File: src/decode_pkg.sv
`default_nettype none

package decode_pkg;

    localparam int INSTR_W    = 16;
    localparam int REG_ADDR_W = 5;
    localparam int IMD_W      = 12;
    localparam int BIT_W      = 3;

    typedef logic [INSTR_W-1:0] instr_t;

    typedef enum logic [4:0] {
        op_add,
        op_adc,
        op_and,
        op_brbc,
        op_brbs,
        op_cbi,
        op_cp,
        op_dec,
        op_eor,
        op_in,
        op_inc,
        op_ld_y,
        op_ldi,
        op_lds,
        op_mov,
        op_neg,
        op_nop,
        op_or,
        op_out,
        op_pop,
        op_push,
        op_rcall,
        op_ret,
        op_rjmp,
        op_sbi,
        op_sub,
        op_subi,
        op_sts,
        op_unknown
    } op_type_e;

    // bit positions inside op_group_t
    localparam int grp_alu_aux       = 0;
    localparam int grp_alu_imd       = 1;
    localparam int grp_alu_one_op    = 2;
    localparam int grp_alu_two_op    = 3;
    localparam int grp_alu           = 4;
    localparam int grp_load          = 5;
    localparam int grp_store         = 6;
    localparam int grp_stack         = 7;
    localparam int grp_memory        = 8;
    localparam int grp_register      = 9;
    localparam int grp_control_flow  = 10;
    localparam int grp_io_read       = 11;
    localparam int grp_io_write      = 12;
    localparam int grp_two_cycle_mem = 13;

    localparam int GROUP_COUNT = 14;

    typedef logic [GROUP_COUNT-1:0] op_group_t;

endpackage

`default_nettype wire

File: src/decode_unit.sv
`default_nettype none

module decode_unit (
    input  decode_pkg::instr_t                  instr,
    output decode_pkg::op_type_e                op_type,
    output decode_pkg::op_group_t               op_group,
    output logic [decode_pkg::REG_ADDR_W-1:0]   rd,
    output logic [decode_pkg::REG_ADDR_W-1:0]   rr,
    output logic [decode_pkg::IMD_W-1:0]        imd,
    output logic [decode_pkg::BIT_W-1:0]        bit_sel
);
    import decode_pkg::*;

    logic [IMD_W-1:0] io_addr;
    logic [IMD_W-1:0] data_addr;

    assign io_addr   = {6'd0, instr[10:9], instr[3:0]};
    // 7-bit form of the 16-bit lds/sts address
    assign data_addr = {4'd0, ~instr[8], instr[8], instr[10:9], instr[3:0]};

    always_comb begin
        casez (instr)
            16'b0000_11??_????_???? : op_type = op_add;
            16'b0001_11??_????_???? : op_type = op_adc;
            16'b0010_00??_????_???? : op_type = op_and;
            16'b1111_01??_????_???? : op_type = op_brbc;
            16'b1111_00??_????_???? : op_type = op_brbs;
            16'b1001_1000_????_???? : op_type = op_cbi;
            16'b0001_01??_????_???? : op_type = op_cp;
            16'b1001_010?_????_1010 : op_type = op_dec;
            16'b0010_01??_????_???? : op_type = op_eor;
            16'b1011_0???_????_???? : op_type = op_in;
            16'b1001_010?_????_0011 : op_type = op_inc;
            16'b1000_000?_????_1000 : op_type = op_ld_y;
            16'b1110_????_????_???? : op_type = op_ldi;
            16'b1010_0???_????_???? : op_type = op_lds;
            16'b0010_11??_????_???? : op_type = op_mov;
            16'b1001_010?_????_0001 : op_type = op_neg;
            16'b0000_0000_0000_0000 : op_type = op_nop;
            16'b0010_10??_????_???? : op_type = op_or;
            16'b1011_1???_????_???? : op_type = op_out;
            16'b1001_000?_????_1111 : op_type = op_pop;
            16'b1001_001?_????_1111 : op_type = op_push;
            16'b1101_????_????_???? : op_type = op_rcall;
            16'b1001_0101_0000_1000 : op_type = op_ret;
            16'b1100_????_????_???? : op_type = op_rjmp;
            16'b1001_1010_????_???? : op_type = op_sbi;
            16'b0001_10??_????_???? : op_type = op_sub;
            16'b0101_????_????_???? : op_type = op_subi;
            16'b1010_1???_????_???? : op_type = op_sts;
            default                 : op_type = op_unknown;
        endcase
    end

    // field extraction, unused fields stay zero
    always_comb begin
        rd      = '0;
        rr      = '0;
        imd     = '0;
        bit_sel = '0;
        case (op_type)
            op_add, op_adc, op_and, op_cp, op_eor, op_mov, op_or, op_sub: begin
                rd = instr[8:4];
                rr = {instr[9], instr[3:0]};
            end
            op_dec, op_inc, op_neg, op_pop, op_ld_y: begin
                rd = instr[8:4];
            end
            op_push: begin
                rr = instr[8:4];
            end
            op_in: begin
                rd  = instr[8:4];
                imd = io_addr;
            end
            op_out: begin
                rr  = instr[8:4];
                imd = io_addr;
            end
            op_brbc, op_brbs: begin
                bit_sel = instr[2:0];                       // sreg bit
                imd     = {{5{instr[9]}}, instr[9:3]};      // signed offset
            end
            op_cbi, op_sbi: begin
                bit_sel = instr[2:0];
                imd     = {7'd0, instr[7:3]};               // low io space only
            end
            op_ldi, op_subi: begin
                rd  = {1'b1, instr[7:4]};                   // r16..r31
                imd = {4'd0, instr[11:8], instr[3:0]};
            end
            op_lds: begin
                rd  = {1'b1, instr[7:4]};
                imd = data_addr;
            end
            op_sts: begin
                rr  = {1'b1, instr[7:4]};
                imd = data_addr;
            end
            op_rcall, op_rjmp: begin
                imd = instr[11:0];
            end
            default: ;
        endcase
    end

    always_comb begin
        op_group = '0;

        op_group[grp_alu_aux]    = op_type inside {op_sbi, op_cbi};
        op_group[grp_alu_imd]    = op_type inside {op_inc, op_dec, op_subi};
        op_group[grp_alu_one_op] = (op_type == op_neg);
        op_group[grp_alu_two_op] = op_type inside {op_add, op_adc, op_sub, op_and,
                                                   op_eor, op_or, op_cp};
        op_group[grp_alu]        = op_group[grp_alu_one_op] | op_group[grp_alu_two_op];

        op_group[grp_load]   = op_type inside {op_lds, op_ld_y, op_pop, op_ret};
        op_group[grp_store]  = op_type inside {op_sts, op_push, op_rcall};
        op_group[grp_stack]  = op_type inside {op_push, op_pop, op_rcall, op_ret};
        op_group[grp_memory] = op_group[grp_load] | op_group[grp_store];

        op_group[grp_register]     = op_type inside {op_ldi, op_mov};
        op_group[grp_control_flow] = op_type inside {op_brbs, op_brbc, op_rjmp,
                                                     op_rcall, op_ret};

        // sreg and sp live in io space
        op_group[grp_io_read]  = (op_type == op_in) || (op_type == op_adc) ||
                                 op_group[grp_stack] || op_group[grp_alu_aux];
        op_group[grp_io_write] = (op_type == op_out) || op_group[grp_alu] ||
                                 op_group[grp_stack] || op_group[grp_alu_aux];

        // return address needs two stack bytes
        op_group[grp_two_cycle_mem] = op_type inside {op_rcall, op_ret};
    end

endmodule

`default_nettype wire

File: src/flow_predictor.sv
`default_nettype none

module flow_predictor #(
    parameter int PC_WIDTH  = 10,
    parameter int RAS_DEPTH = 4
) (
    input  logic                clk,
    input  logic                rst_n,
    input  decode_pkg::instr_t  instr,
    input  logic [PC_WIDTH-1:0] pc,
    input  logic                ras_push,
    input  logic                ras_pop,
    output logic [PC_WIDTH-1:0] seq_pc,
    output logic [PC_WIDTH-1:0] jump_target,
    output logic [PC_WIDTH-1:0] branch_target,
    output logic [PC_WIDTH-1:0] ras_top,
    output logic                ras_empty
);

    localparam int EXT_W = (PC_WIDTH > 12) ? PC_WIDTH : 12;
    localparam int PTR_W = (RAS_DEPTH > 1) ? $clog2(RAS_DEPTH) : 1;
    localparam int CNT_W = $clog2(RAS_DEPTH + 1);

    logic [EXT_W-1:0]    jump_off;
    logic [EXT_W-1:0]    branch_off;
    logic [PC_WIDTH-1:0] ras_mem [RAS_DEPTH];
    logic [PTR_W-1:0]    top_ptr;   // newest entry
    logic [PTR_W-1:0]    next_ptr;
    logic [PTR_W-1:0]    prev_ptr;
    logic [CNT_W-1:0]    fill;

    assign jump_off   = EXT_W'($signed(instr[11:0]));
    assign branch_off = EXT_W'($signed(instr[9:3]));

    // all sums wrap at PC_WIDTH
    assign seq_pc        = pc + PC_WIDTH'(1);
    assign jump_target   = seq_pc + jump_off[PC_WIDTH-1:0];
    assign branch_target = seq_pc + branch_off[PC_WIDTH-1:0];

    assign next_ptr = (top_ptr == PTR_W'(RAS_DEPTH - 1)) ? '0 : top_ptr + PTR_W'(1);
    assign prev_ptr = (top_ptr == '0) ? PTR_W'(RAS_DEPTH - 1) : top_ptr - PTR_W'(1);

    assign ras_top   = ras_mem[top_ptr];
    assign ras_empty = (fill == '0);

    always_ff @(posedge clk) begin
        if (!rst_n) begin
            top_ptr <= '0;
            fill    <= '0;
        end else if (ras_push) begin
            top_ptr <= next_ptr;    // full stack overwrites the oldest
            if (fill != CNT_W'(RAS_DEPTH))
                fill <= fill + CNT_W'(1);
        end else if (ras_pop && !ras_empty) begin
            top_ptr <= prev_ptr;
            fill    <= fill - CNT_W'(1);
        end
    end

    always_ff @(posedge clk) begin
        if (ras_push)
            ras_mem[next_ptr] <= seq_pc;
    end

endmodule

`default_nettype wire

File: src/issue_unit.sv
`default_nettype none

module issue_unit #(
    parameter int PC_WIDTH = 10
) (
    input  logic                                clk,
    input  logic                                rst_n,
    input  logic                                in_req,
    input  logic [PC_WIDTH-1:0]                 in_pc,
    input  decode_pkg::op_type_e                op_type,
    input  decode_pkg::op_group_t               op_group,
    input  logic [decode_pkg::REG_ADDR_W-1:0]   rd,
    input  logic [decode_pkg::REG_ADDR_W-1:0]   rr,
    input  logic [decode_pkg::IMD_W-1:0]        imd,
    input  logic [decode_pkg::BIT_W-1:0]        bit_sel,
    input  logic [PC_WIDTH-1:0]                 seq_pc,
    input  logic [PC_WIDTH-1:0]                 jump_target,
    input  logic [PC_WIDTH-1:0]                 branch_target,
    input  logic [PC_WIDTH-1:0]                 ras_top,
    input  logic                                ras_empty,
    input  logic                                out_ack,
    output logic                                in_ack,
    output logic                                ras_push,
    output logic                                ras_pop,
    output logic                                out_req,
    output decode_pkg::op_type_e                out_type,
    output decode_pkg::op_group_t               out_group,
    output logic [decode_pkg::REG_ADDR_W-1:0]   out_rd,
    output logic [decode_pkg::REG_ADDR_W-1:0]   out_rr,
    output logic [decode_pkg::IMD_W-1:0]        out_imd,
    output logic [decode_pkg::BIT_W-1:0]        out_bit,
    output logic [PC_WIDTH-1:0]                 out_pc,
    output logic [PC_WIDTH-1:0]                 out_branch_target,
    output logic [PC_WIDTH-1:0]                 out_next_pc
);
    import decode_pkg::*;

    typedef enum logic [1:0] {
        st_idle,
        st_ack_issue,       // in_ack and out_req both up
        st_wait_release,    // out side acked, fetch side may still hold req
        st_wait_ack_low
    } state_e;

    state_e              state;
    logic                accept;
    logic [PC_WIDTH-1:0] next_pc;

    assign accept   = (state == st_idle) && in_req;
    assign ras_push = accept && (op_type == op_rcall);
    assign ras_pop  = accept && (op_type == op_ret);

    // next fetch address, conditional branches predicted not taken
    always_comb begin
        case (op_type)
            op_rjmp, op_rcall: next_pc = jump_target;
            op_ret:            next_pc = ras_empty ? '0 : ras_top;
            default:           next_pc = seq_pc;
        endcase
    end

    always_ff @(posedge clk) begin
        if (!rst_n) begin
            state   <= st_idle;
            in_ack  <= 1'b0;
            out_req <= 1'b0;
        end else begin
            if (in_ack && !in_req)
                in_ack <= 1'b0;
            case (state)
                st_idle: begin
                    if (in_req) begin
                        in_ack  <= 1'b1;
                        out_req <= 1'b1;
                        state   <= st_ack_issue;
                    end
                end
                st_ack_issue: begin
                    if (out_ack) begin
                        out_req <= 1'b0;
                        state   <= st_wait_release;
                    end
                end
                st_wait_release: begin
                    if (!in_ack)
                        state <= (!in_req && !out_ack) ? st_idle : st_wait_ack_low;
                end
                st_wait_ack_low: begin
                    if (!in_req && !out_ack)
                        state <= st_idle;
                end
                default: state <= st_idle;
            endcase
        end
    end

    // issued record, held until the next accept
    always_ff @(posedge clk) begin
        if (accept) begin
            out_type          <= op_type;
            out_group         <= op_group;
            out_rd            <= rd;
            out_rr            <= rr;
            out_imd           <= imd;
            out_bit           <= bit_sel;
            out_pc            <= in_pc;
            out_branch_target <= branch_target;
            out_next_pc       <= next_pc;
        end
    end

endmodule

`default_nettype wire

File: src/decode_stage_top.sv
`default_nettype none

module decode_stage_top #(
    parameter int PC_WIDTH  = 10,
    parameter int RAS_DEPTH = 4
) (
    input  logic                                clk,
    input  logic                                rst_n,
    input  logic                                in_req,
    input  decode_pkg::instr_t                  in_instr,
    input  logic [PC_WIDTH-1:0]                 in_pc,
    input  logic                                out_ack,
    output logic                                in_ack,
    output logic                                out_req,
    output decode_pkg::op_type_e                out_type,
    output decode_pkg::op_group_t               out_group,
    output logic [decode_pkg::REG_ADDR_W-1:0]   out_rd,
    output logic [decode_pkg::REG_ADDR_W-1:0]   out_rr,
    output logic [decode_pkg::IMD_W-1:0]        out_imd,
    output logic [decode_pkg::BIT_W-1:0]        out_bit,
    output logic [PC_WIDTH-1:0]                 out_pc,
    output logic [PC_WIDTH-1:0]                 out_branch_target,
    output logic [PC_WIDTH-1:0]                 out_next_pc
);
    import decode_pkg::*;

    op_type_e               op_type;
    op_group_t              op_group;
    logic [REG_ADDR_W-1:0]  rd;
    logic [REG_ADDR_W-1:0]  rr;
    logic [IMD_W-1:0]       imd;
    logic [BIT_W-1:0]       bit_sel;
    logic [PC_WIDTH-1:0]    seq_pc;
    logic [PC_WIDTH-1:0]    jump_target;
    logic [PC_WIDTH-1:0]    branch_target;
    logic [PC_WIDTH-1:0]    ras_top;
    logic                   ras_empty;
    logic                   ras_push;
    logic                   ras_pop;

    decode_unit decode_i (
        .instr    (in_instr),
        .op_type  (op_type),
        .op_group (op_group),
        .rd       (rd),
        .rr       (rr),
        .imd      (imd),
        .bit_sel  (bit_sel)
    );

    flow_predictor #(
        .PC_WIDTH  (PC_WIDTH),
        .RAS_DEPTH (RAS_DEPTH)
    ) flow_i (
        .clk           (clk),
        .rst_n         (rst_n),
        .instr         (in_instr),
        .pc            (in_pc),
        .ras_push      (ras_push),
        .ras_pop       (ras_pop),
        .seq_pc        (seq_pc),
        .jump_target   (jump_target),
        .branch_target (branch_target),
        .ras_top       (ras_top),
        .ras_empty     (ras_empty)
    );

    issue_unit #(
        .PC_WIDTH (PC_WIDTH)
    ) issue_i (
        .clk               (clk),
        .rst_n             (rst_n),
        .in_req            (in_req),
        .in_pc             (in_pc),
        .op_type           (op_type),
        .op_group          (op_group),
        .rd                (rd),
        .rr                (rr),
        .imd               (imd),
        .bit_sel           (bit_sel),
        .seq_pc            (seq_pc),
        .jump_target       (jump_target),
        .branch_target     (branch_target),
        .ras_top           (ras_top),
        .ras_empty         (ras_empty),
        .out_ack           (out_ack),
        .in_ack            (in_ack),
        .ras_push          (ras_push),
        .ras_pop           (ras_pop),
        .out_req           (out_req),
        .out_type          (out_type),
        .out_group         (out_group),
        .out_rd            (out_rd),
        .out_rr            (out_rr),
        .out_imd           (out_imd),
        .out_bit           (out_bit),
        .out_pc            (out_pc),
        .out_branch_target (out_branch_target),
        .out_next_pc       (out_next_pc)
    );

endmodule

`default_nettype wire

File: config.mk
export PLATFORM = sky130hd
export DESIGN_NAME = decode_stage_top
export DESIGN_NICKNAME = d
export VERILOG_FILES = /design/src/decode_pkg.sv /design/src/decode_unit.sv /design/src/flow_predictor.sv /design/src/issue_unit.sv /design/src/decode_stage_top.sv
export SDC_FILE = /design/constraint.sdc
export NUM_CORES = 1
export LEC_CHECK = 0
export ABC_CLOCK_PERIOD_IN_PS = 7010
export BUFFER_PORTS_ARGS = -buffer_cell sky130_fd_sc_hd__buf_2
export CORE_AREA = 2 2 164 102
export DETAILED_ROUTE_END_ITERATION = 16
export DIE_AREA = 0 0 166 104
export GPL_ROUTABILITY_DRIVEN = 0
export GPL_TIMING_DRIVEN = 0
export HOLD_SLACK_MARGIN = 0.15
export PLACE_DENSITY = 0.68
export SYNTH_ARGS = -nofsm -noshare
export SYNTH_HDL_FRONTEND = slang
export SYNTH_SLANG_ARGS = --single-unit
File: constraint.sdc
create_clock -name clk -period 7.01 [get_ports clk]
set_clock_uncertainty 0.2 [all_clocks]
set_input_delay 0.3505 -clock clk [delete_from_list [all_inputs] [get_ports clk]]
set_output_delay 0.3505 -clock clk [all_outputs]
set_load 0.1 [all_outputs]
==> results of run 1 <==
[state kept, by name (all words and copies together), names as in the netlist, named ones only]
register	flops
flow_i.ras_mem	40
issue_i.out_group	14
issue_i.out_imd	12
issue_i.out_branch_target	10
issue_i.out_next_pc	10
issue_i.out_pc	10
issue_i.out_rd	5
issue_i.out_rr	5
issue_i.out_type	5
flow_i.fill	3
issue_i.out_bit	3
flow_i.top_ptr	2
issue_i.state	2
issue_i.in_ack	1
issue_i.out_req	1
[repair_timing]
item	in CTS	in global routing
hold endpoints to repair	23	0
endpoints found under the setup margin	0	0
hold buffers	16	0
[per-layer routing]
metal	GRT usage, %	share of wire (%)	up-vias
met1	28.84	45	2449
li1	-	-	2301
met3	7.306	10	38
met5	0	0	-
met2	28.45	42	294
met4	6.770	2.1	0
[cell type report]
cell class	count	share of cell area, %
clock inverters	15	2.874
flip-flops and latches	125	44.76
multi-input cells	356	32.89
clock buffers	17	5.226
repair buffers	121	8.607
inverters	23	1.061
well taps	209	3.212
plain buffers	23	1.368
[through the flow]
step	utilization, %	cells	total power [uW]
6_report	51.49	889	2457
5_1_grt	51.49	889	2533
4_1_cts	51.49	889	2467
3_5_place_dp	46.30	841	1478
3_3_place_gp	46.16	840	1471
2_1_floorplan	-	527	1372
[power groups by stage]
stage | registers (uW) | clock network, uW | logic, uW
final | 890 | 981 | 585
after global routing | 895 | 1030 | 611
after CTS | 891 | 994 | 582
after detailed placement | 906 | 0 | 573
after global placement | 909 | 0 | 561
after floorplan | 1220 | 0 | 155
[logic make-up (layout without fill, tap and decap cells)]
logic type / Yosys count / after routing / synth area share, %
AOI/OAI and AO/OA: 119 / 119 / 13.04
muxes: 12 / 12 / 3.783
xor gates and xnor gates: 27 / 27 / 3.629
and+or+nand+nor: 170 / 170 / 14.88
adders and majority gates: 28 / 28 / 5.722
DFF: 125 / 125 / 55.91
buffers and inverters: 46 / 199 / 3.034
[layout by cell type (no fill, tap or decap), types with 6 or more instances in the layout]
cell / netlist / layout
nand2_1: 26 / 26
nor3_1: 11 / 11
and2_1: 10 / 9
nor2b_1: 14 / 14
edfxtp_1: 114 / 114
buf_2: 11 / 115
nand2b_1: 7 / 7
xor2_1: 11 / 11
a22o_1: 9 / 9
a21o_1: 9 / 9
a22oi_1: 6 / 6
dlygate4sd3_1: 0 / 16
nand3_1: 15 / 15
dfxtp_1: 11 / 11
inv_1: 21 / 21
a31oi_1: 7 / 7
xnor2_1: 16 / 16
nor2_1: 42 / 42
clkbuf_1: 6 / 6
o21ai_0: 23 / 23
clkbuf_16: 0 / 17
ha_1: 25 / 25
a21oi_1: 23 / 23
mux4_2: 10 / 10
[critical path, cell delays in order]
cell and delay [ns]:
dlygate4sd3_1 0.52, buf_2 0.19, ha_1 0.26, xor2_1 0.58, ha_1 0.38, a21oi_1 0.22, nor2b_1 0.08, o21a_1 0.19
o41ai_1 0.39, o21ai_0 0.19, xor2_1 0.24, o221ai_1 0.18
[how the worst min path moves through the flow]
stage                         from                 end  slack [ns]  cells past startpoint
finish                 in_instr[5]  issue_i.out_imd[2]        0.17                      2
global route           in_instr[5]  issue_i.out_imd[2]        0.17                      2
CTS                    in_instr[5]  issue_i.out_imd[2]        0.15                      2
detailed placement  issue_i.in_ack      issue_i.in_ack        0.31                      1
global placement    flow_i.fill[1]      flow_i.fill[1]        0.29                      2
floorplan                 in_pc[0]   issue_i.out_pc[0]        0.25                      0
==> impl_metrics.yaml, run 1 <==
floorplan:
  num_rows: 36
  fp.dieW_microns: 166
  die_area_sq_um: 17260
  die_h_microns: 104
  core_area_sq_um: 15810
  start_util_pct: 41.22
  pin_count: 106
drt:
  drt-pass1-iter-count: 5
  wire_per_inst_microns: 19.29
  drt_iter0_drc: 571
  vias: 5082
  drc: 0
  avgViaCountPerCell: 5.717
  wl_microns: 17150
  ant_nets: 0
yosys:
  syn_area_per_cell_sq_um: 12.36
  ys_seq_elements: 125
  async_flop_share_pct: 0
  synth_top_area_share_pct: 52.53
  synth-main-ff-cell: "edfxtp_1"
  synth_warnings: 0
  ys_top_cells_by_area: "edfxtp_1 53%, ha_1 4.8%, mux4_2 3.5%, dfxtp_1 3.4%, nor2_1 2.4%"
  synth_fp_nets: 585
  yosysMostFrequentCell: "edfxtp_1"
  yosys.area.top_type: "edfxtp_1"
  synth_cell_types: 80
  synthCells: 527
  synth-edff-count: 114
  yosysSeqAreaShare_pct: 55.91
  syn_area_sq_um: 6516
  ys_top_cells_by_count: "114 x edfxtp_1, 42 x nor2_1, 26 x nand2_1"
job:
  drv_cap: 0
sta:
  min_period_ns: 3.834
  worst_slack_ns: 3.176
  hold_ws_ns: 0.1720
  hold_viol: 0
  slew_violations: 0
  timing.setup.tns_ns: 0
  max-slew-margin-rel_pct: 29.60
  finalCritPeriodShare_pct: 54.70
  setup-violations-final: 0
  worst_slew_pin_slew_ns: 1.054
  rsz0062_at_grt: "no"
  max_clock_freq_mhz: 260.8
final_layout:
  diodes: 0
  fill_cells: 1327
  drive_above_1_share_pct: 27.50
  syn2layout_area_growth_pct: 24.92
  seq_area_sq_um: 3643
  nets: 725
  final_cell_area_sq_um: 8140
  multi_input_area_sq_um: 2678
pwr:
  ir_drop_mv: 0.2264
  p_leak_uw: 0.003212
  power_switching_uw: 826.0
  power_density_nw_per_um2: 301.8
  seqPwrFrac_pct: 36.2
  combPwrFrac_pct: 23.8
  p_clk_share_pct: 39.9
  intPower_uw: 1631
  switching_share_pct: 33.62
clock_tree:
  post_cts_buffers: 0
  h-tree-depth: 4
  cts_tree: "built"
  cts_sinks: 125
  clk_latency_ns: 0.42
  ctsResizeCount: 0
  clk_pin_slew_ns: 0.06
  numCtsBuffers: 17
  cts_buffer_depth: 2
  cts_root_buf: "clkbuf_16"
worst_setup_path:
  ff2ff_path_depth: 10
  critPathRequiredTime_ns: 6.95
  cp-start-kind: "input pin"
  endpoint_kind: "flip-flop"
  timing.critical_path.to: "issue_i.out_next_pc[9]"
  reg2reg_setup_slack_ns: 3.33
  path_class: "in2reg"
  worstReg2RegStart: "issue_i.state[0]"
  cp_max_fo: 7
  crit_arrival_ns: 3.77
  reg2reg_to: "flow_i.fill[2]"
  crit_start: "in_pc[0]"
grt:
  grt_max_degree: 43
  grt_antenna_before_repair: 0
  track_usage_pct: 20.21
  grt_pass1_vias: 4825
  grt_pass1_wl_microns: 26680
  overflow: 0
placement:
  dp_hpwl_microns: 12260
  portBuffers: 104
  dp_slack_ns: 3.281
  post_dp_cell_area_sq_um: 7321
run_status:
  outcome: "completed"
worst_hold_path:
  hold_path.class: "in2reg"
Power figures use the tool's default switching activity.
==> run 2, diff against run 1 <==
ABC_CLOCK_PERIOD_IN_PS = 3600   (was 7010)
clock period = 3.6 ns   (was 7.01 ns; I/O delays follow)
==> run 2 against run 1 <==
  * Combinational power up 97%
  * Clock power rose by 73%
  * Setup slack worse by 3.0 ns
  * Critical path depth fell by 1
  * Sequential share of layout area shrank 0.29 points
  * Largest power group is now registers
  * Cell count is 0.90% higher
==> impl_metrics.yaml, run 2 (same netlist as run 1, synthesis figures left out) <==
final_layout:
  multi_input_area_sq_um: 2713
  final_cell_mix: "115 x buf_2, 114 x edfxtp_1, 42 x nor2_1"
  fin_util_pct: 51.83
  drive_above_1_share_pct: 27.76
  largest_reg_flops: 40
  diodes: 0
  nets: 733
  syn2layout_area_growth_pct: 25.75
  seq_area_sq_um: 3643
  final_common_cell: "buf_2"
  regMostFlops: "flow_i.ras_mem"
  fill_cells: 1368
  largestRegisters: "flow_i.ras_mem x40, issue_i.out_group x14, issue_i.out_imd x12"
drt:
  wl_microns: 17260
  wire_per_inst_microns: 19.24
  vias: 5066
  avgViaCountPerCell: 5.648
  drt-pass1-iter-count: 6
  drc: 0
  drt_iter0_drc: 517
  ant_nets: 0
sta:
  slew_violations: 0
  finalCritPeriodShare_pct: 95.49
  hold_viol: 0
  setup-violations-final: 0
  max_clock_freq_mhz: 290.9
  min_period_ns: 3.438
  max-slew-margin-rel_pct: 37.41
  worst_slew_pin_slew_ns: 0.9389
worst_setup_path:
  cpMaxStageDelayCell: "or4_4"
  critPathTopFamily: "compound AO/OA/AOI/OAI gates"
  cp_max_fo: 8
  endpoint_kind: "flip-flop"
  crit_arrival_ns: 3.41
  cp.buffers_inverters: 3
  crit_path_frequent_cell: "buf_2"
  path_class: "in2reg"
  path_cells: "dlygate4sd3_1, buf_2, buf_2, or4_4, or3_4, o21ai_2, a311oi_1, o311a_1, and4_4, a211o_1, a221o_1"
  cp-start-kind: "input pin"
  slowest_delay_ns: 0.54
  critPathRequiredTime_ns: 3.57
run_status:
  outcome: "completed"
pwr:
  ir_drop_mv: 0.3407
  power_uw: 4589
  p_leak_uw: 0.003215
  power_switching_uw: 1617
  power_density_nw_per_um2: 560.0
  switching_share_pct: 35.24
  intPower_uw: 2972
  seqPwrFrac_pct: 37.8
  p_clk_share_pct: 37.1
  combPwrFrac_pct: 25.1
clock_tree:
  cts_sinks: 125
  post_cts_buffers: 0
  h-tree-depth: 4
  numCtsBuffers: 17
  clk_latency_ns: 0.42
  clk_pin_slew_ns: 0.06
  cts_root_buf: "clkbuf_16"
  cts_buffer_depth: 2
  cts_tree: "built"
floorplan:
  start_util_pct: 41.22
  die_area_sq_um: 17260
  pin_count: 106
  fp.dieW_microns: 166
  die_h_microns: 104
  core_area_sq_um: 15810
  num_rows: 36
grt:
  grt_pass1_vias: 4865
  grt_antenna_before_repair: 0
  grt_pass1_wl_microns: 26620
  grt_max_degree: 73
  track_usage_pct: 20.05
  overflow: 0
placement:
  dp_hpwl_microns: 12240
  portBuffers: 104
worst_hold_path:
  hold_path.class: "in2reg"
job:
  drv_cap: 0
-- run 2: routing by layer --
layer | vias to the layer above | wire length (microns) | GRT usage, %
met5 | - | 0 | 0
met4 | 0 | 389 | 7.205
met3 | 42 | 1769 | 6.887
met2 | 288 | 7218 | 28.42
met1 | 2434 | 7884 | 28.45
li1 | 2302 | - | -
-- run 2: layout make-up --
type / count / share of cell area [%]
clock buffer: 17 / 5.192
multi-input combinational: 356 / 33.10
clock inverter: 15 / 2.016
buffer: 23 / 1.359
timing repair buffer: 129 / 9.620
tap: 209 / 3.191
sequential: 125 / 44.46
inverter: 23 / 1.054
-- run 2: power groups by stage --
stage	Clock, uW	Sequential, uW	Combinational (uW)
floorplan	0	2370	303
global route	1800	1740	1200
global placement	0	1770	1090
finish	1700	1740	1150
CTS	1730	1740	1140
detailed placement	0	1770	1120
-- run 2: final timing paths --
kind	start	to	slack, ns	cells after the start
worst min-delay path	in_pc[1]	flow_i.ras_mem[3][3]	0.19	3
worst min register to register	issue_i.in_ack	issue_i.in_ack	0.31	1
worst max-delay path	in_instr[9]	issue_i.out_rr[4]	0.16	11
worst max register to register	issue_i.state[0]	flow_i.fill[2]	0.65	10
-- run 2: worst min-delay path, stage by stage --
cell and delay, ns:
buf_2 0.13, nand3_1 0.13, xnor2_2 0.23
-- run 2: what timing repair did --
action,4_1_cts,5_1_grt
setup endpoints to repair,0,4
hold buffers,24,0
endpoints found under the hold margin,79,0
gates resized for setup,0,5
-- run 2: through the flow --
step | worst slack [ns] | setup TNS [ns] | instances | instance area (sq um) | hold slack, ns
finish | 0.1623 | 0 | 897 | 8194 | 0.1899
floorplan | 0.1519 | 0 | 527 | 6518 | 0.07887
global route | -0.0002376 | -0.0002376 | 897 | 8194 | 0.2094
CTS | 0.1010 | 0 | 897 | 8159 | 0.1753
detailed placement | 0.08735 | 0 | 841 | 7328 | 0.1888
global placement | -0.5189 | -12.62 | 840 | 7300 | 0.1904
